[config.mk]
export PLATFORM = sky130hd
export DESIGN_NAME = rx_sync_fifo
export DESIGN_NICKNAME = d
export VERILOG_FILES = /design/src/rx_sync_fifo.sv
export SDC_FILE = /design/constraint.sdc
export NUM_CORES = 1
export LEC_CHECK = 0
export BUFFER_PORTS_ARGS = -buffer_cell sky130_fd_sc_hd__buf_2
export CAP_MARGIN = 20
export CELL_PAD_IN_SITES_DETAIL_PLACEMENT = 1
export CELL_PAD_IN_SITES_GLOBAL_PLACEMENT = 1
export CORE_ASPECT_RATIO = 1.25
export CORE_MARGIN = 1.5
export CORE_UTILIZATION = 35
export DETAILED_ROUTE_END_ITERATION = 6
export HOLD_SLACK_MARGIN = 0.12
export PLACE_DENSITY = 0.57
export SLEW_MARGIN = 20
export SYNTH_ARGS = -nofsm -noshare
export SYNTH_HDL_FRONTEND = slang
export SYNTH_SLANG_ARGS = --single-unit
[constraint.sdc]
create_clock -name radio_clk -period 6.6 [get_ports radio_clk]
set_input_delay 0.66 -clock radio_clk [delete_from_list [all_inputs] [get_ports radio_clk]]
set_output_delay 0.66 -clock radio_clk [all_outputs]
set_load 0.01 [all_outputs]
[src/rx_sync_fifo.sv]
// Synchronous circular-buffer FIFO
// Valid/ready on both sides, one-cycle clear and free-space count
`timescale 1ns/1ps

module rx_sync_fifo #(
  parameter int WIDTH      = 32,
  parameter int DEPTH_LOG2 = 4
) (
  input  logic                  radio_clk,
  input  logic                  radio_rst,
  input  logic                  i_clear,
  // Write side
  input  logic [WIDTH-1:0]      i_data,
  input  logic                  i_valid,
  output logic                  o_ready,
  // Read side
  output logic [WIDTH-1:0]      o_data,
  output logic                  o_valid,
  input  logic                  i_ready,
  // Free entries
  output logic [DEPTH_LOG2:0]   o_space
);

  localparam int DEPTH = 2 ** DEPTH_LOG2;
  localparam logic [DEPTH_LOG2:0] DEPTH_CNT = (DEPTH_LOG2 + 1)'(DEPTH);

  logic [WIDTH-1:0]      mem [DEPTH];
  logic [DEPTH_LOG2-1:0] wr_ptr;
  logic [DEPTH_LOG2-1:0] rd_ptr;
  // One extra bit so full and empty differ
  logic [DEPTH_LOG2:0]   count;
  logic                  push;
  logic                  pop;

  assign o_ready = (count != DEPTH_CNT);
  assign o_valid = (count != '0);
  assign o_space = DEPTH_CNT - count;
  assign push    = i_valid && o_ready;
  assign pop     = o_valid && i_ready;

  // Head entry straight from the storage registers
  assign o_data  = mem[rd_ptr];

  always_ff @(posedge radio_clk) begin
    if (push) begin
      mem[wr_ptr] <= i_data;
    end
  end

  // Pointers and occupancy
  always_ff @(posedge radio_clk) begin
    if (radio_rst || i_clear) begin
      wr_ptr <= '0;
      rd_ptr <= '0;
      count  <= '0;
    end else begin
      if (push) begin
        wr_ptr <= wr_ptr + 1'b1;
      end
      if (pop) begin
        rd_ptr <= rd_ptr + 1'b1;
      end
      // Simultaneous push and pop leaves count as is
      case ({push, pop})
        2'b10:   count <= count + 1'b1;
        2'b01:   count <= count - 1'b1;
        default: count <= count;
      endcase
    end
  end

endmodule

==> results.json <==
{
  "status": "completed",
  "path_class": "reg -> out",
  "hold_viol": 0,
  "grt_antenna_before_repair": 2,
  "setup_violations": 0,
  "synth_top_area_cell": "edfxtp_1",
  "ff2ff_setup_slack_ns": 3.00,
  "drtIter0Drc": 606,
  "ys_types": 33,
  "setup_slack_ns": 2.52,
  "avgSynthCellArea_um2": 24.3,
  "cts_buffers": 51,
  "yosysWarnings": 0,
  "initial_core_util_pct": 35.5,
  "num_antenna_cells": 0,
  "synth_edf_count": 512,
  "die_width_um": 218,
  "vdd_drop_max_mv": 0.164,
  "synth.area.top_cells": "edfxtp_1 76%, mux4_2 15%, mux4_1 3.1%",
  "cts_hold_buf": 0,
  "grt_max_degree": 129,
  "postCtsSetupBuffers": 0,
  "synth-async-reset-ratio_pct": 0,
  "seq_area_frac_synth_pct": 77.4,
  "drc": 0,
  "area_growth_pct": 14.5,
  "grt_pass1_vias": 9788,
  "place_congestion": 0.702,
  "skew_ns": 0.0140,
  "hpwl_um": 25200,
  "cp-start-kind": "flop",
  "syn_inst": 837,
  "die_h_um": 272,
  "cts_max_path_buffers": 3,
  "fmax_mhz": 245,
  "arrival_ns": 3.42,
  "clock_latency_ns": 0.57,
  "fp-row-count": 98,
  "timing.final.crit_share_pct": 61.9,
  "drive_gt1_share_pct": 33.2,
  "overflow": 0,
  "final_cell_mix": "512 x edfxtp_1, 136 x mux4_2, 75 x buf_2",
  "final_common_cell": "edfxtp_1",
  "grt_pass1_wl_um": 68200,
  "totalPowerFinal_uw": 6740,
  "cts_resized": 0,
  "synth_top_area_share_pct": 75.7,
  "wire_per_inst_um": 26.5,
  "avgViaCountPerCell": 5.12,
  "p_leak_uw": 0.00711,
  "dieArea_um2": 59500,
  "slew-limit-headroom_pct": 37.1,
  "cts_root_buffer": "clkbuf_16",
  "portBuffers": 75,
  "cts_sinks": 529,
  "path_max_fanout": 34,
  "pre_cts_slack_ns": 2.97,
  "h-tree-depth": 2,
  "nets": 990,
  "vias": 8858,
  "worst_setup_path_end_kind": "output pin",
  "min_period_ns": 4.08,
  "hold_class": "in -> reg",
  "synth-seq-cells": 529,
  "grtUsageTotal_pct": 15.9,
  "cts.reportedPaths.clkPinSlew_ns": 0.06,
  "cts_tree": "yes",
  "core_area_um2": 57300,
  "ys.flop_type": "edfxtp_1",
  "synthesis.area_um2": 20300,
  "pin_count": 76,
  "tns_ns": 0,
  "dr.pass1.iters": 6,
  "syn_nets": 884,
  "required_ns": 5.94,
  "cap_violations": 0,
  "slew_violations": 0,
  "routed_wl_um": 45800,
  "worstMarginPinSlew_ns": 0.944,
  "placed_cells": 1640,
  "power_density_nw_per_um2": 290,
  "layoutNonFillerInstCount": 1731,
  "drtAntennaViolNets": 0,
  "rsz0062_at_grt": "no"
}
logic make-up (layout without fill, tap and decap cells):
group | after synthesis | in the layout | share of synthesized area, %
AO/OA/AOI/OAI | 13 | 13 | 0.400
XOR/XNOR | 11 | 11 | 0.474
adder cells (fa/ha/maj) | 10 | 10 | 0.616
buffers and inverters | 54 | 198 | 1.57
flip-flops | 529 | 529 | 77.4
multiplexers | 162 | 162 | 18.3
AND/OR/NAND/NOR | 58 | 58 | 1.31
cells in the mapped netlist (3+ instances only):
cell,n
a21oi_1,4
nor3_1,5
buf_2,6
nand2b_1,3
clkbuf_1,16
o21ai_0,3
nand2_1,12
inv_1,8
dfxtp_1,17
xor2_1,7
xnor2_1,4
edfxtp_1,512
buf_6,12
nor2_1,25
ha_1,10
nor2b_1,4
buf_1,8
mux4_1,24
mux4_2,136
per-stage QoR:
stage               utilization, %  cell area (um^2)  hold slack [ns]
floorplan                        -             20300            0.472
global placement              37.9             21700            0.493
detailed placement            37.9             21700            0.499
CTS                           40.6             23300            0.441
global route                  40.6             23300            0.460
finish                        40.6             23300            0.475
area by class of cell:
type,instances,area (um^2)
Clock buffer,69,1420
Clock inverter,22,178
Fill cell,5312,34000
Inverter,9,33.8
Multi-Input combinational cell,254,4390
Sequential cell,529,15700
Tap cell,750,938
Timing Repair Buffer,98,586
routing by layer:
layer  vias up  wire [um]  track usage (%)
li1       3798          -                -
met1      4833      19700             21.4
met2       173      23600             27.1
met3        50       1880             2.38
met4         4        634             3.65
met5         -         31                0
state kept, by name, indices dropped and copies added, names as in the netlist, named ones only:
name	flops
rd_ptr	4
count	5
mem	512
wr_ptr	4
worst paths after layout:
path,to,from,cells past startpoint
setup reg to reg,count[4]$_SDFFE_PP0P_,count[1]$_SDFFE_PP0P_,13
setup / recovery,o_data[4],flop,4
hold / removal,mem[3][18]$_DFFE_PP_,i_data[18],1
hold reg to reg,flop,rd_ptr[3]$_SDFFE_PP0P_,2
power breakdown:
group	switching, uW	internal, uW
sequential	10.4	3700
clock	1210	1610
combinational	123	85.3
worst max-delay path: stages, from the launching register on:
cell	delay, ns
dfxtp_4	0.81
buf_4	0.64
mux4_1	0.67
mux4_2	0.49
buf_2	0.16
No activity file was read; power rests on OpenSTA's default activity.
