$ cat src/common/radio_rx_macros.svh
// Widths, register map, command codes and FIFO sizing for the receive core
`ifndef RADIO_RX_MACROS_SVH
`define RADIO_RX_MACROS_SVH

// Datapath widths
`define RX_SAMP_W       32
`define RX_TIME_W       64
`define RX_NUM_WORDS_W  64

// Command word layout and codes
`define RX_CMD_W          2
`define RX_CMD_TIMED_POS  31
`define RX_CMD_STOP       2'd0
`define RX_CMD_FINITE     2'd1
`define RX_CMD_CONTINUOUS 2'd2

// Control port register map, byte offsets
`define RX_REG_CMD               20'h00
`define RX_REG_NUM_WORDS_LO      20'h04
`define RX_REG_NUM_WORDS_HI      20'h08
`define RX_REG_TIME_LO           20'h0C
`define RX_REG_TIME_HI           20'h10
`define RX_REG_MAX_WORDS_PER_PKT 20'h14
`define RX_REG_HAS_TIME          20'h18
`define RX_REG_STATUS            20'h1C

// FIFO sizing, overflow margin and reset packet length
`define RX_CMD_FIFO_LOG2  4
`define RX_OUT_FIFO_LOG2  5
`define RX_ALMOST_FULL    5
`define RX_MAX_PKT_RESET  32'd64

// Control port widths
`define RX_ADDR_W 20
`define RX_DATA_W 32

`endif

$ cat src/common/radio_rx_pkg.sv
// Shared struct types of the receive core
// Control request and response, queued command and output stream beat
package radio_rx_pkg;

  `include "radio_rx_macros.svh"

  // ------------------------------
  // Control port
  // ------------------------------

  // Single-cycle write or read request
  typedef struct packed {
    logic                  wr;
    logic                  rd;
    logic [`RX_ADDR_W-1:0] addr;
    logic [`RX_DATA_W-1:0] data;
  } ctrl_req_t;

  // Ack pulse, read data valid with it
  typedef struct packed {
    logic                  ack;
    logic [`RX_DATA_W-1:0] data;
  } ctrl_resp_t;

  // ------------------------------
  // Command queue and sample stream
  // ------------------------------

  // One entry of the command FIFO
  typedef struct packed {
    logic [`RX_TIME_W-1:0]      cmd_time;
    logic                       timed;
    logic [`RX_NUM_WORDS_W-1:0] num_words;
    logic                       continuous;
  } rx_cmd_t;

  // One beat of the output stream, timestamp is for the whole packet
  typedef struct packed {
    logic                  eob;
    logic [`RX_TIME_W-1:0] timestamp;
    logic                  last;
    logic [`RX_SAMP_W-1:0] data;
  } rx_beat_t;

endpackage

$ cat src/rx_acq/radio_rx_fsm.sv
// Receiver FSM with time compare, word and packet counters
// Builds stream beats and ends bursts on completion, stop or almost-full
`timescale 1ns/1ps
`include "radio_rx_macros.svh"

module radio_rx_fsm (
  input  logic                       radio_clk,
  input  logic                       radio_rst,
  // Command FIFO head
  input  radio_rx_pkg::rx_cmd_t      i_cmd,
  input  logic                       i_cmd_valid,
  output logic                       o_cmd_pop,
  // Stop handshake
  input  logic                       i_cmd_stop,
  output logic                       o_stop_ack,
  input  logic [`RX_DATA_W-1:0]      i_max_pkt_len,
  // Radio side
  input  logic [`RX_TIME_W-1:0]      i_radio_time,
  input  logic [`RX_SAMP_W-1:0]      i_radio_data,
  input  logic                       i_radio_stb,
  // Output FIFO
  input  logic [`RX_OUT_FIFO_LOG2:0] i_out_space,
  output radio_rx_pkg::rx_beat_t     o_beat,
  output logic                       o_beat_push,
  output logic                       o_rx_running
);

  localparam logic [1:0] ST_IDLE       = 2'd0;
  localparam logic [1:0] ST_TIME_CHECK = 2'd1;
  localparam logic [1:0] ST_RUNNING    = 2'd2;
  localparam logic [1:0] ST_STOP       = 2'd3;

  // Pipeline lead of the compares, so the first word lands on the command time
  localparam logic [`RX_TIME_W-1:0] NOW_LEAD  = 3;
  localparam logic [`RX_TIME_W-1:0] PAST_LEAD = 1;
  localparam logic [`RX_OUT_FIFO_LOG2:0] AF_LEVEL = `RX_ALMOST_FULL;

  logic [1:0]                 state;
  logic [`RX_NUM_WORDS_W-1:0] words_left;
  logic [`RX_DATA_W-1:0]      words_left_pkt;
  // Next word opens a packet
  logic                       first_word;
  logic [`RX_TIME_W-1:0]      pkt_time;
  logic [`RX_TIME_W-1:0]      radio_time_d1;
  logic                       time_now;
  logic                       time_past;
  logic                       almost_full;

  assign o_cmd_pop    = (state == ST_STOP);
  assign o_stop_ack   = (state == ST_STOP);
  assign o_rx_running = (state == ST_RUNNING);

  // ------------------------------
  // Time compares
  // ------------------------------
  // Registered to keep the 64-bit compare off the FSM path
  always_ff @(posedge radio_clk) begin
    if (i_radio_stb) begin
      radio_time_d1 <= i_radio_time;
      time_now      <= (radio_time_d1 + NOW_LEAD == i_cmd.cmd_time);
      time_past     <= (radio_time_d1 + PAST_LEAD >= i_cmd.cmd_time);
    end
  end

  // Output FIFO close to overflow
  always_ff @(posedge radio_clk) begin
    if (radio_rst) begin
      almost_full <= 1'b0;
    end else begin
      almost_full <= (i_out_space < AF_LEVEL);
    end
  end

  // ------------------------------
  // State machine
  // ------------------------------
  always_ff @(posedge radio_clk) begin
    if (radio_rst) begin
      state       <= ST_IDLE;
      o_beat_push <= 1'b0;
      first_word  <= 1'b1;
    end else begin
      o_beat_push <= 1'b0;
      o_beat.last <= 1'b0;
      o_beat.eob  <= 1'b0;

      case (state)
        ST_IDLE: begin
          first_word <= 1'b1;
          // Strobe needed so the compares see the new head
          if (i_cmd_valid && i_radio_stb) begin
            state <= ST_TIME_CHECK;
          end else if (i_cmd_stop) begin
            state <= ST_STOP;
          end
        end

        ST_TIME_CHECK: begin
          words_left     <= i_cmd.num_words;
          words_left_pkt <= i_max_pkt_len;
          if (i_cmd_stop) begin
            state <= ST_STOP;
          end else if (i_cmd.timed && time_past && i_radio_stb) begin
            // Late command, dropped without data
            state <= ST_STOP;
          end else if (!i_cmd.timed || (i_radio_stb && time_now)) begin
            state <= ST_RUNNING;
          end
        end

        ST_RUNNING: begin
          if (i_radio_stb) begin
            o_beat_push <= 1'b1;
            o_beat.data <= i_radio_data;
            // Packet stamped with the time of its first word
            if (first_word) begin
              first_word       <= 1'b0;
              pkt_time         <= i_radio_time;
              o_beat.timestamp <= i_radio_time;
            end else begin
              o_beat.timestamp <= pkt_time;
            end

            words_left     <= words_left - 1'b1;
            words_left_pkt <= words_left_pkt - 1'b1;

            if ((words_left == 1 && !i_cmd.continuous) || i_cmd_stop) begin
              // Command done or stopped
              o_beat.last <= 1'b1;
              o_beat.eob  <= 1'b1;
              first_word  <= 1'b1;
              state       <= ST_STOP;
            end else if (words_left_pkt == 1) begin
              // Packet boundary, burst continues
              o_beat.last    <= 1'b1;
              first_word     <= 1'b1;
              words_left_pkt <= i_max_pkt_len;
            end

            // Overrun, close the burst while the FIFO still has room
            if (almost_full) begin
              o_beat.last <= 1'b1;
              o_beat.eob  <= 1'b1;
              first_word  <= 1'b1;
              state       <= ST_STOP;
            end
          end
        end

        // One cycle to ack the stop and pop the command
        ST_STOP: begin
          state <= ST_IDLE;
        end

        default: state <= ST_IDLE;
      endcase
    end
  end

endmodule

$ cat config.mk
export PLATFORM = sky130hd
export DESIGN_NAME = radio_rx_fsm
export DESIGN_NICKNAME = d
export VERILOG_FILES = /design/src/common/radio_rx_pkg.sv /design/src/rx_acq/radio_rx_fsm.sv
export VERILOG_INCLUDE_DIRS = /design/src /design/src/common
export SDC_FILE = /design/constraint.sdc
export NUM_CORES = 1
export LEC_CHECK = 0
export BUFFER_PORTS_ARGS = -buffer_cell sky130_fd_sc_hd__buf_2
export CORE_MARGIN = 1.5
export CORE_UTILIZATION = 55
export CTS_CLUSTER_DIAMETER = 120
export DETAILED_ROUTE_END_ITERATION = 10
export PLACE_DENSITY = 0.79
export REMOVE_ABC_BUFFERS = 1
export SETUP_SLACK_MARGIN = 0.1
export SLEW_MARGIN = 30
export SYNTH_ARGS = -nofsm -noshare
export SYNTH_HDL_FRONTEND = slang
export SYNTH_SLANG_ARGS = --single-unit
$ cat constraint.sdc
create_clock -name radio_clk -period 16.1 [get_ports radio_clk]
set_input_delay 0.805 -clock radio_clk [delete_from_list [all_inputs] [get_ports radio_clk]]
set_output_delay 0.805 -clock radio_clk [all_outputs]
set_load 0.02 [all_outputs]
==> reports/qor.csv <==
metric;value;unit
status;finished, final reports clean;
register area share after synthesis;49.77;%
CP required;16.52;ns
Final ANT Viol Nets;0;
critical-path maximum fanout;6;
height of the die;173.0;um
initial core utilization;55.66;%
vias;13304;
Synth top cells by count;edfxtp_1 (260), nor2_1 (165), xnor2_1 (158), nand2_1 (107), inv_1 (83);
Critical Path AT;5.08;ns
Reg clk slew, reported paths;0.07;ns
WHS;0.4073;ns
slowest stage cell, crit path;nor3_1;
CORE AREA;0.02855;mm2
fmax;0.2142;GHz
Remaining Overflow, GRT;0;
NumNets Final;2227;
CP endpoint kind;register;
Hold Crit Class;in2reg;
top post-synthesis cells by area;edfxtp_1 (49%), xnor2_1 (8.7%), ha_1 (5.8%), xor2_1 (4.4%), nor2_1 (3.9%);
synth warn;0;
GR Util All Layers;30.23;%
clk buf depth;3;
Leak;7.370;nW
final setup vio count;0;
peak supply drop;0.1057;mV
CTS buffer count;29;
synthesized area;0.01589;mm2
postcts setup bufs;0;
first-pass GRT wire length;70660;um
pin count of the biggest net entering global routing;72;
starting DRC count in detailed routing;1559;
Final Skew;0.02970;ns
CP startpoint kind;register;
Max Transition Viols Final;0;
TritonCTS clock tree;done;
CP cell instances;nand4_1 > or3_4 > or2_2 > nor3_1 > nand3_1 > xnor2_1 > ha_1 > nand4_1 > nor2_1 > nand2_1 > or4_1 > o22ai_1 > o221ai_1 > o211ai_1;
cell taking the most area after synthesis;edfxtp_1;
DR WL/cell;20.16;um
max_slew headroom;34.56;%
Residual DRC;0;
RSZ-0062 raised after global routing;false;
most frequent cell after synthesis;edfxtp_1;
# hold bufs at CTS;0;
DP HPWL;36070;um
area of the die;0.02992;mm2
Synth cell types;64;
Synth Instances;1536;
Die W;173.0;um
initial antenna violation count;8;
CTS root buf;clkbuf_16;
Seq cells post-synth;265;
post-synth top area share;49.14;%
CP dominant cell by count;nand4_1;
Least-Margin Pin Slew;0.9741;ns
PortBufs;370;
number of max-cap violations;0;
ys async rst share;0;%
clock sink count;265;
Post-Route WL;46300;um
Power Density;111.1;mW/mm2
Main synth FF type;edfxtp_1;
H-Tree Depth;1;
Resize count post-CTS;0;
GPL Wtd Cong;0.9458;
Worst Setup Path Type;reg2reg;
IO Count;371;
Rows;62;
number of flops mapped to enable cells by yosys;260;
max incr delay on CP;0.80;ns
Final TNS setup;0;ns
Avg Inst Size Synth;10.34;um2
layout cells sized above 1;23.54;%
Final min period;4.669;ns
crit share post-route;29.00;%
number of global-route vias before repair;13047;
Fin. Hold Viols;0;
area grow syn2layout;19.99;%
drt first pass iters;6;
Avg Vias per Cell;5.792;
worst skew pair latency;0.57;ns
==> path summary, 6_finish.rpt <==
| path | slack, ns | to | startpoint | cells after the start |
|---|---|---|---|---|
| max | 11.43 | time_past | radio_time_d1[12] | 14 |
| min | 0.41 | o_beat[27] | i_radio_data[27] | 1 |
| max reg2reg | 11.43 | time_past | radio_time_d1[12] | 14 |
| min reg2reg | 0.59 | o_beat[97] | almost_full | 2 |
==> stage by stage <==
stage	instance area, um2	setup slack (ns)	total power [W]	utilization, %	instances
floorplan	15640	7.610	0.001314	-	1476
CTS	19000	11.47	0.002122	66.55	2290
finish	19070	11.43	0.002118	66.79	2297
detailed placement	18070	11.49	0.001478	63.32	2236
global route	19060	11.25	0.002216	66.78	2296
global placement	18070	11.64	0.001459	63.28	2236
==> flip-flops by register name, summed over array words and instances (netlist names) <==
name and cells:
radio_time_d1 64, almost_full 1, pkt_time 64, time_past 1
words_left 64, o_beat_push 1, o_beat 34, first_word 1
words_left_pkt 32, state 2, time_now 1
==> area by class of cell <==
class / count / area, um2
diodes: 6 / 15.01
clock buffers: 40 / 797.0
clock inverters: 14 / 127.6
fillers: 2313 / 9482
inverters: 83 / 311.5
multi-input cells: 1128 / 7500
flip-flops and latches: 265 / 7908
well taps: 384 / 480.5
repair buffers: 377 / 1927
==> placed cells by master, fill, tap and decap left out, types with 8 or more instances in the layout <==
cell	n
nand2_1	107
nor3_1	54
a21oi_1	81
a21o_1	28
o21ai_1	32
inv_1	83
and4_1	13
nand3_1	57
and3_1	12
nand4_1	57
buf_2	369
or4_1	18
nor4_1	30
xor2_1	80
ha_1	73
or3_1	29
o21ai_0	24
a31oi_1	9
edfxtp_1	260
clkbuf_1	8
xnor2_1	158
nor2_1	164
clkbuf_16	29
==> worst max-delay path, delay by kind of cell (launching register included) <==
family	cells	cell delay, ns
and+or+nand+nor	9	2.99
xor gates and xnor gates	1	0.18
AOI/OAI and AO/OA	3	0.57
DFF	1	0.48
adders and majority gates	1	0.30
==> where the power goes <==
group / internal (W) / total (W) / switching (W)
registers: 0.000900 / 0.000984 / 0.0000845
logic: 0.000187 / 0.000489 / 0.000302
clock network: 0.000365 / 0.000644 / 0.000279
total: 0.00145 / 0.00212 / 0.000665
==> cell families after synthesis <==
group | share of synthesized area [%]
multiplexers | 0.5906
adder cells (fa/ha/maj) | 5.827
AO/OA/AOI/OAI | 8.198
buffers and inverters | 3.520
XOR/XNOR | 13.12
flip-flops | 49.77
AND/OR/NAND/NOR | 18.98
==> metal layers <==
layer  part of all wire [%]  vias to the layer above  GRT usage (%)
li1                       -                     6292              -
met1                     41                     6289          39.77
met2                     46                      623          49.76
met3                    9.3                       96          6.948
met4                    3.4                        4          9.638
met5                  0.058                        -              0
Power figures use the tool's default switching activity.
