===== config.mk =====
export PLATFORM = sky130hd
export DESIGN_NAME = radio_rx_regs
export DESIGN_NICKNAME = d
export VERILOG_FILES = /design/src/common/radio_rx_pkg.sv /design/src/rx_ctrl/radio_rx_regs.sv
export VERILOG_INCLUDE_DIRS = /design/src /design/src/common
export SDC_FILE = /design/constraint.sdc
export NUM_CORES = 1
export LEC_CHECK = 0
export ABC_CLOCK_PERIOD_IN_PS = 3200
export BUFFER_PORTS_ARGS = -buffer_cell sky130_fd_sc_hd__buf_2
export CORE_AREA = 2 2 140 142
export DETAILED_ROUTE_END_ITERATION = 6
export DIE_AREA = 0 0 142 144
export PLACE_DENSITY = 0.8
export SKIP_LAST_GASP = 1
export SYNTH_ARGS = -nofsm -noshare
export SYNTH_HDL_FRONTEND = slang
export SYNTH_SLANG_ARGS = --single-unit

===== constraint.sdc =====
create_clock -name radio_clk -period 3.2 [get_ports radio_clk]
set_clock_uncertainty 0.15 [all_clocks]
set_input_delay 0.8 -clock radio_clk [delete_from_list [all_inputs] [get_ports radio_clk]]
set_output_delay 0.8 -clock radio_clk [all_outputs]
set_load 0.01 [all_outputs]

===== src/common/radio_rx_macros.svh =====
// Widths, register map, command codes and FIFO sizing for the receive core
`ifndef RADIO_RX_MACROS_SVH
`define RADIO_RX_MACROS_SVH

// Datapath widths
`define RX_SAMP_W       32
`define RX_TIME_W       64
`define RX_NUM_WORDS_W  64

// Command word layout and codes
`define RX_CMD_W          2
`define RX_CMD_TIMED_POS  31
`define RX_CMD_STOP       2'd0
`define RX_CMD_FINITE     2'd1
`define RX_CMD_CONTINUOUS 2'd2

// Control port register map, byte offsets
`define RX_REG_CMD               20'h00
`define RX_REG_NUM_WORDS_LO      20'h04
`define RX_REG_NUM_WORDS_HI      20'h08
`define RX_REG_TIME_LO           20'h0C
`define RX_REG_TIME_HI           20'h10
`define RX_REG_MAX_WORDS_PER_PKT 20'h14
`define RX_REG_HAS_TIME          20'h18
`define RX_REG_STATUS            20'h1C

// FIFO sizing, overflow margin and reset packet length
`define RX_CMD_FIFO_LOG2  4
`define RX_OUT_FIFO_LOG2  5
`define RX_ALMOST_FULL    5
`define RX_MAX_PKT_RESET  32'd64

// Control port widths
`define RX_ADDR_W 20
`define RX_DATA_W 32

`endif


===== src/common/radio_rx_pkg.sv =====
// Shared struct types of the receive core
// Control request and response, queued command and output stream beat
package radio_rx_pkg;

  `include "radio_rx_macros.svh"

  // ------------------------------
  // Control port
  // ------------------------------

  // Single-cycle write or read request
  typedef struct packed {
    logic                  wr;
    logic                  rd;
    logic [`RX_ADDR_W-1:0] addr;
    logic [`RX_DATA_W-1:0] data;
  } ctrl_req_t;

  // Ack pulse, read data valid with it
  typedef struct packed {
    logic                  ack;
    logic [`RX_DATA_W-1:0] data;
  } ctrl_resp_t;

  // ------------------------------
  // Command queue and sample stream
  // ------------------------------

  // One entry of the command FIFO
  typedef struct packed {
    logic [`RX_TIME_W-1:0]      cmd_time;
    logic                       timed;
    logic [`RX_NUM_WORDS_W-1:0] num_words;
    logic                       continuous;
  } rx_cmd_t;

  // One beat of the output stream, timestamp is for the whole packet
  typedef struct packed {
    logic                  eob;
    logic [`RX_TIME_W-1:0] timestamp;
    logic                  last;
    logic [`RX_SAMP_W-1:0] data;
  } rx_beat_t;

endpackage


===== src/rx_ctrl/radio_rx_regs.sv =====
// Control-port register file of the receive core
// Command staging, stop request and status readback
`timescale 1ns/1ps
`include "radio_rx_macros.svh"

module radio_rx_regs (
  input  logic                       radio_clk,
  input  logic                       radio_rst,
  input  radio_rx_pkg::ctrl_req_t    i_ctrl_req,
  output radio_rx_pkg::ctrl_resp_t   o_ctrl_resp,
  // Command FIFO write side
  output radio_rx_pkg::rx_cmd_t      o_cmd,
  output logic                       o_cmd_valid,
  input  logic                       i_cmd_ready,
  input  logic [`RX_CMD_FIFO_LOG2:0] i_cmd_space,
  // Stop handshake with the FSM
  output logic                       o_cmd_stop,
  input  logic                       i_stop_ack,
  output logic                       o_fifo_clear,
  // Static configuration
  output logic [`RX_DATA_W-1:0]      o_max_pkt_len,
  output logic                       o_has_time
);

  logic [`RX_CMD_W-1:0]       cmd_code;
  logic                       cmd_timed;
  logic [`RX_NUM_WORDS_W-1:0] cmd_num_words;
  logic [`RX_TIME_W-1:0]      cmd_time;
  logic                       is_stop;

  // Staged command as it enters the FIFO
  assign o_cmd.cmd_time   = cmd_time;
  assign o_cmd.timed      = cmd_timed;
  assign o_cmd.num_words  = cmd_num_words;
  assign o_cmd.continuous = (cmd_code == `RX_CMD_CONTINUOUS);

  // STOP bypasses the queue
  assign is_stop = (i_ctrl_req.data[`RX_CMD_W-1:0] == `RX_CMD_STOP);

  always_ff @(posedge radio_clk) begin
    if (radio_rst) begin
      o_ctrl_resp.ack <= 1'b0;
      o_cmd_valid     <= 1'b0;
      o_cmd_stop      <= 1'b0;
      o_fifo_clear    <= 1'b0;
      cmd_code        <= `RX_CMD_STOP;
      cmd_timed       <= 1'b0;
      cmd_num_words   <= '0;
      cmd_time        <= '0;
      o_max_pkt_len   <= `RX_MAX_PKT_RESET;
      o_has_time      <= 1'b1;
    end else begin
      o_ctrl_resp.ack  <= 1'b0;
      o_ctrl_resp.data <= '0;
      o_fifo_clear     <= 1'b0;

      // FSM has taken the stop
      if (i_stop_ack) begin
        o_cmd_stop <= 1'b0;
      end

      // Queued command ack once the FIFO accepts it
      if (o_cmd_valid && i_cmd_ready) begin
        o_cmd_valid     <= 1'b0;
        o_ctrl_resp.ack <= 1'b1;
      end

      // ------------------------------
      // Writes
      // ------------------------------
      if (i_ctrl_req.wr) begin
        case (i_ctrl_req.addr)
          `RX_REG_CMD: begin
            cmd_code  <= i_ctrl_req.data[`RX_CMD_W-1:0];
            cmd_timed <= i_ctrl_req.data[`RX_CMD_TIMED_POS];
            if (is_stop) begin
              o_ctrl_resp.ack <= 1'b1;
              o_fifo_clear    <= 1'b1;
            end else begin
              // Ack deferred until the FIFO push
              o_cmd_valid <= 1'b1;
            end
            // Pending stop stays up until acked
            if (!o_cmd_stop || i_stop_ack) begin
              o_cmd_stop <= is_stop;
            end
          end
          `RX_REG_NUM_WORDS_LO:      cmd_num_words[31:0]  <= i_ctrl_req.data;
          `RX_REG_NUM_WORDS_HI:      cmd_num_words[63:32] <= i_ctrl_req.data;
          `RX_REG_TIME_LO:           cmd_time[31:0]       <= i_ctrl_req.data;
          `RX_REG_TIME_HI:           cmd_time[63:32]      <= i_ctrl_req.data;
          `RX_REG_MAX_WORDS_PER_PKT: o_max_pkt_len        <= i_ctrl_req.data;
          `RX_REG_HAS_TIME:          o_has_time           <= i_ctrl_req.data[0];
          default: ;
        endcase
        // Everything except a queued command acks next cycle
        if (i_ctrl_req.addr != `RX_REG_CMD) begin
          o_ctrl_resp.ack <= 1'b1;
        end
      end

      // ------------------------------
      // Reads
      // ------------------------------
      if (i_ctrl_req.rd) begin
        o_ctrl_resp.ack <= 1'b1;
        case (i_ctrl_req.addr)
          `RX_REG_CMD: begin
            o_ctrl_resp.data[`RX_CMD_W-1:0]   <= cmd_code;
            o_ctrl_resp.data[`RX_CMD_TIMED_POS] <= cmd_timed;
          end
          `RX_REG_NUM_WORDS_LO:      o_ctrl_resp.data <= cmd_num_words[31:0];
          `RX_REG_NUM_WORDS_HI:      o_ctrl_resp.data <= cmd_num_words[63:32];
          `RX_REG_TIME_LO:           o_ctrl_resp.data <= cmd_time[31:0];
          `RX_REG_TIME_HI:           o_ctrl_resp.data <= cmd_time[63:32];
          `RX_REG_MAX_WORDS_PER_PKT: o_ctrl_resp.data <= o_max_pkt_len;
          `RX_REG_HAS_TIME:          o_ctrl_resp.data[0] <= o_has_time;
          // Free command FIFO entries
          `RX_REG_STATUS: o_ctrl_resp.data[`RX_CMD_FIFO_LOG2:0] <= i_cmd_space;
          default: ;
        endcase
      end
    end
  end

endmodule


==> impl_metrics.toml, run 1 <==
[min_path]
hp-class = "reg -> reg"

[cts]
cts_tree = "done"
path_clk_slew_ns = 0.07
cts-root-buf = "clkbuf_16"
clockBufferDepth = 2
clk_latency_ns = 0.43
numCtsBuffers = 17
cts.hold.buffers_added = 0
cts_sinks = 200
cts_resized = 0
cts_max_level = 4
postCtsSetupBuffers = 0

[sta]
slew_headroom_pct = 36.80
rsz0062_at_grt = "no"
setup_tns_ns = 0
hold_violations = 0
layout_setup_ws_ns = 0.6013
slew_viol_final = 0
fmax_ghz = 0.3848
final-setup-viol-count = 0
min_period_ns = 2.599
worst_pin_slew_ns = 0.9481
fin_crit_sh_pct = 81.21

[synthesis]
synth.avg_cell_area_sq_um = 8.758
synth_area_leaders = "dfxtp_1 36%, edfxtp_1 10%, a21oi_1 9.0%, nand3_1 9.0%, o21ai_0 7.2%"
yosysTopAreaCell = "dfxtp_1"
synth-main-ff-cell = "dfxtp_1"
yosys_warnings = 0
synth_cell_types = 44
syn-instance-count = 1062
synth_seq_area_share_pct = 46.49
syn_nets = 1125
synth_seq_cells = 200
yosys-top-cells-count = "168 x dfxtp_1, 167 x a21oi_1, 167 x nand3_1, 134 x o21ai_0, 76 x clkbuf_1"
synth.most_common_cell = "dfxtp_1"
synth-edff-count = 32
netlist.area_leader.share_pct = 36.16
syn-cell-area_sq_um = 9301
synthArstFlopShare_pct = 0

[global_route]
grt.overflow.total = 0
grt_pass1_wl_mm = 48.71
grt_max_degree = 168
antenna_found_initial = 0
track_usage_pct = 30.10
first_global_vias = 8921

[finish]
drive_above_1_share_pct = 29.98
final_nets = 1321
synthToLayoutAreaGrowth_pct = 22.01
seq_area_sq_um = 4324
n_fill_cell = 1644
diodes = 0
multi_input_area_sq_um = 4447

[critical_path]
worstPathMaxFanout = 32
path_buf_inv = 1
arrival_ns = 2.73
endpoint_kind = "flip-flop"
crit_top_cell = "or4_4"
crit_path_start_kind = "input pin"
crit_required_ns = 3.33
path_class = "in -> reg"
crit_family = "simple AND/OR/NAND/NOR gates"
crit_chain = "buf_2 -> or4_4 -> or4_4 -> o21ai_1 -> a21oi_1"
cp_slowest_cell = "or4_4"
crit_path_max_incr_delay_ns = 0.81

[power_and_ir_drop]
power_density_nw_per_um2 = 442.7
power.leakage_nw = 4.379
p_total_w = 0.005023
vdd_drop_max_uv = 374.4

[die]
dieArea_sq_um = 20450
core_area_sq_um = 19080
io_pins = 262
die-width_um = 142
rows = 51
initial_core_util_pct = 48.75
die_h_um = 144

[outcome]
status = "complete, no violations"

[placed_design]
pre_cts_ws_ns = 0.1647
finalWeightedCongestion = 0.8097
dpl.hpwl_mm = 20.20
port-buffer-count = 261

[route]
met1_length_mm = 12.03
ant_nets = 0
wl_met3_mm = 3.604
drc_errors = 0
drt-initial-drc-count = 1055
dr.pass1.iters = 5
wl_met2_mm = 15.05
vias_per_cell = 6.399
wl_per_cell_um = 20.84
highest_layer = "met4"
drt-total-wl_mm = 31.45
via_count = 9656

[flow_run]
maxCapViolCount = 0
[registers in the layout (all words and copies together) (netlist names)]
signal         count
cmd_code           2
cmd_num_words     64
cmd_time          64
cmd_timed          1
o_cmd_stop         1
o_cmd_valid        1
o_ctrl_resp       33
o_fifo_clear       1
o_has_time         1
o_max_pkt_len     32
[logic make-up (layout without fill, tap and decap cells)]
group | count (synthesis) | after routing | share of synthesized area (%)
muxes | 66 | 66 | 7.923
buffers and inverters | 124 | 333 | 5.973
DFF | 200 | 200 | 46.49
AOI/OAI and AO/OA | 400 | 400 | 23.61
and+or+nand+nor | 272 | 272 | 16.01
[area by class of cell]
cell class	instances	share of cell area, %
Clock inverter	12	1.213
Timing Repair Buffer	300	14.91
Sequential cell	200	38.10
Multi-Input combinational cell	738	39.18
Tap cell	238	2.624
Inverter	1	0.03308
Clock buffer	20	3.936
[tightest hold or removal path, cell delays in order, from the launching register on]
cell and delay, ns:
dfxtp_1 0.33, o21ai_2 0.05, a21oi_1 0.05
[layout by cell type, fill, tap and decap left out, types with 3 or more instances in the layout]
cell	n
buf_2	259
dfxtp_1	168
a21oi_1	167
nand3_1	166
o21ai_0	134
nor3_1	55
buf_4	34
mux2i_1	32
edfxtp_1	32
mux2_2	31
a22oi_1	27
o21ai_1	27
o21a_1	26
clkbuf_16	17
nor2_1	11
buf_12	7
nand2b_1	5
nor4_4	5
nand4_1	5
inv_6	5
a211oi_1	4
a31oi_1	3
a221oi_1	3
nor4_1	3
mux4_2	3
nor2b_1	3
nand2_1	3
o21ai_2	3
[power by group]
part / leakage [nW] / switching, W / internal, W
Sequential: 1.68 / 0.00000430 / 0.00256
Clock: 0.282 / 0.00101 / 0.00119
Combinational: 2.42 / 0.000179 / 0.0000825
Total: 4.38 / 0.00119 / 0.00383
[final timing paths]
kind                                  start                      endpoint  slack [ns]  cells past startpoint
setup / recovery             i_ctrl_req[41]     cmd_time[27]$_SDFFE_PP0P_        0.60                      5
setup reg to reg   cmd_time[1]$_SDFFE_PP0P_  o_ctrl_resp[1]$_SDFFCE_PN0N_        1.63                      4
hold reg to reg   cmd_time[15]$_SDFFE_PP0P_     cmd_time[15]$_SDFFE_PP0P_        0.33                      2
hold / removal    cmd_time[15]$_SDFFE_PP0P_     cmd_time[15]$_SDFFE_PP0P_        0.33                      2
[per-stage QoR]
step / util, % / instance area (sq um) / hold WS [ns] / std cells
after floorplan: - / 9301 / 0.3100 / 1062
after global placement: 56.42 / 10760 / 0.3052 / 1477
after detailed placement: 56.42 / 10760 / 0.3184 / 1477
after CTS: 59.48 / 11350 / 0.3273 / 1509
after global routing: 59.48 / 11350 / 0.3559 / 1509
final: 59.48 / 11350 / 0.3270 / 1509
[metal layers]
metal / GRT usage [%] / vias up
li1: - / 4324
met1: 38.62 / 4581
met2: 49.53 / 687
met3: 7.252 / 64
met4: 11.16 / 0
met5: 0 / -
Power figures use the tool's default switching activity.
==> inputs of run 2 (changes only) <==
--- a/config.mk
+++ b/config.mk
@@ -6,12 +6,13 @@
 export SDC_FILE = /design/constraint.sdc
 export NUM_CORES = 1
 export LEC_CHECK = 0
-export ABC_CLOCK_PERIOD_IN_PS = 3200
+export ABC_AREA = 1
+export ABC_CLOCK_PERIOD_IN_PS = 2600
 export BUFFER_PORTS_ARGS = -buffer_cell sky130_fd_sc_hd__buf_2
-export CORE_AREA = 2 2 140 142
+export CORE_AREA = 2 2 133 135
 export DETAILED_ROUTE_END_ITERATION = 6
-export DIE_AREA = 0 0 142 144
-export PLACE_DENSITY = 0.8
+export DIE_AREA = 0 0 135 137
+export PLACE_DENSITY = 0.82
 export SKIP_LAST_GASP = 1
 export SYNTH_ARGS = -nofsm -noshare
 export SYNTH_HDL_FRONTEND = slang
==> constraint.sdc (replaced) <==
create_clock -name radio_clk -period 2.6 [get_ports radio_clk]
set_clock_uncertainty 0.15 [all_clocks]
set_input_delay 0.65 -clock radio_clk [delete_from_list [all_inputs] [get_ports radio_clk]]
set_output_delay 0.65 -clock radio_clk [all_outputs]
set_load 0.01 [all_outputs]
==> run 2 against run 1 <==
  * Critical path depth grew 6
  * Critical endpoint is now o_ctrl_resp[21]$_SDFFCE_PN0N_
  * Design area shrank 6.9%
  * Sequential power grew 23%
  * Critical path type unchanged
  * Worst setup slack lost 0.048 ns
  * Synthesized area shrank 9.5%
  * Routed wire length shrank 14%
==> impl_metrics.toml, run 2 <==
[placed_design]
dp.cells = 1597
finalWeightedCongestion = 0.9084
dpl.hpwl_mm = 18.15
port-buffer-count = 261

[finish]
seq_area_sq_um = 4324
stdcell_count = 1629
final_util_pct = 61.91
final_nets = 1454
final_cell_mix = "371 x nor2_1, 261 x buf_2, 221 x nand2_1"
multi_input_area_sq_um = 3650
n_fill_cell = 1547
diodes = 0
mostFrequentLayoutCell = "nor2_1"
drive_above_1_share_pct = 25.21
synthToLayoutAreaGrowth_pct = 25.45
reg.largest.list = "cmd_num_words: 64 flops, cmd_time: 64 flops, o_ctrl_resp: 33 flops"

[sta]
rsz0062_at_grt = "no"
fin_crit_sh_pct = 78.73
slew_headroom_pct = 50.35
final-setup-viol-count = 0
hold_violations = 0
min_period_ns = 2.047
slew_viol_final = 0
setup_tns_ns = 0
fmax_ghz = 0.4885
worst_pin_slew_ns = 0.7437

[cts]
cts_max_level = 4
postCtsSetupBuffers = 0
numCtsBuffers = 17
cts_tree = "done"
cts_sinks = 200
cts.hold.buffers_added = 0
path_clk_slew_ns = 0.07
cts-root-buf = "clkbuf_16"
cts_resized = 0
clk_latency_ns = 0.43
clockBufferDepth = 2

[critical_path]
crit_family = "simple AND/OR/NAND/NOR gates"
worstPathMaxFanout = 16
crit_path_start_kind = "input pin"
cp-startpoint = "i_ctrl_req[47]"
worst-r2r-cell-count = 4
crit_path_max_incr_delay_ns = 0.29
crit_cells = 11
path_class = "in -> reg"
r2r_start = "o_max_pkt_len[0]$_SDFFE_PP0P_"
cp_slowest_cell = "nor2_4"
crit_chain = "buf_2 -> nor2_1 -> nand2_1 -> nor2_4 -> nand2_1 -> nor2_4 -> buf_4 -> nand2_1 -> nand3_1 -> nor2_1 -> nor2_1"
path_buf_inv = 2
endpoint_kind = "flip-flop"
crit_required_ns = 2.74
arrival_ns = 2.19

[die]
core_area_sq_um = 17060
dieArea_sq_um = 18500
die-width_um = 135
die_h_um = 137
initial_core_util_pct = 49.35
rows = 48
io_pins = 262

[power_and_ir_drop]
power_frac_clock_pct = 43.2
power.switching_w = 0.001314
power.leakage_nw = 5.133
seqPwrFrac_pct = 53.3
vdd_drop_max_uv = 448.6
p_sw_share_pct = 22.14
internal_power_w = 0.004621
combPwrFrac_pct = 3.6
power_density_nw_per_um2 = 562.0

[global_route]
first_global_vias = 8043
antenna_found_initial = 0
track_usage_pct = 29.61
grt_max_degree = 137
grt.overflow.total = 0
grt_pass1_wl_mm = 42.59

[synthesis]
synth.avg_cell_area_sq_um = 7.333
synth_cell_types = 23
synth-main-ff-cell = "dfxtp_1"
synthArstFlopShare_pct = 0
syn-cell-area_sq_um = 8418
synth-edff-count = 32
syn-instance-count = 1148
synth_seq_cells = 200
yosys-top-cells-count = "371 x nor2_1, 221 x nand2_1, 168 x dfxtp_1, 126 x o21ai_0, 41 x o21ai_1"
yosys_warnings = 0
syn_nets = 1211
synth_area_leaders = "dfxtp_1 40%, nor2_1 17%, edfxtp_1 11%, nand2_1 9.9%, o21ai_0 7.5%"
yosysTopAreaCell = "dfxtp_1"
netlist.area_leader.share_pct = 39.95
synth_seq_area_share_pct = 51.37
synth.most_common_cell = "nor2_1"

[route]
drc_errors = 0
dr.pass1.iters = 5
vias_per_cell = 5.249
drt-total-wl_mm = 27.09
drt-initial-drc-count = 744
via_count = 8550
wl_per_cell_um = 16.63
ant_nets = 0

[min_path]
min_path_cells = 2
worstHoldStart = "i_stop_ack"
hp-class = "in -> reg"

[flow_run]
maxCapViolCount = 0

[outcome]
status = "complete, no violations"
[run 2: logic make-up (layout without fill, tap and decap cells)]
kind of cell | Yosys count | after routing | share of synthesized area (%)
AO/OA/AOI/OAI | 190 | 190 | 11.36
buffers and inverters | 97 | 353 | 5.574
flip-flops | 200 | 200 | 51.37
AND/OR/NAND/NOR | 661 | 661 | 31.70
[run 2: path summary, 6_finish.rpt]
path / endpoint / slack, ns
max: o_ctrl_resp[21]$_SDFFCE_PN0N_ / 0.55
min: o_cmd_stop$_SDFF_PP0_ / 0.26
max reg2reg: o_ctrl_resp[0]$_SDFFCE_PN0N_ / 1.48
min reg2reg: cmd_time[62]$_SDFFE_PP0P_ / 0.32
[run 2: layer usage]
| metal | share of wire [%] | global-route usage, % | up-vias | routed length [um] |
|---|---|---|---|---|
| met2 | 48 | 49.94 | 413 | 12930 |
| met5 | 0 | 0 | - | 0 |
| met4 | 2.7 | 11.23 | 0 | 736 |
| met1 | 40 | 36.86 | 3907 | 10840 |
| met3 | 9.6 | 7.111 | 65 | 2594 |
| li1 | - | - | 4165 | - |
[run 2: metrics by stage]
step | power, W | setup WS [ns] | hold slack, ns | cell area, sq um
finish | 0.005935 | 0.5530 | 0.2641 | 10560
detailed placement | 0.003442 | 0.1299 | 0.3169 | 9990
global route | 0.006114 | 0.3534 | 0.2777 | 10560
CTS | 0.005942 | 0.5803 | 0.2509 | 10560
global placement | 0.003440 | 0.1445 | 0.2975 | 9990
floorplan | 0.003322 | 0.01101 | 0.3331 | 8418
[run 2: area by class of cell]
class                           count  area share, %
Clock buffer                       23          4.834
Inverter                           30          1.090
Clock inverter                      9         0.5687
Timing Repair Buffer              291          15.33
Tap cell                          225          2.666
Sequential cell                   200          40.95
Multi-Input combinational cell    851          34.56
[run 2: power groups by stage]
stage	clock (W)	combinational, W	sequential (W)
after global placement	0	0.000208	0.00323
after CTS	0.00257	0.000211	0.00316
after detailed placement	0	0.000211	0.00323
after global routing	0.00272	0.000235	0.00316
after floorplan	0	0.0000790	0.00324
final	0.00256	0.000213	0.00316
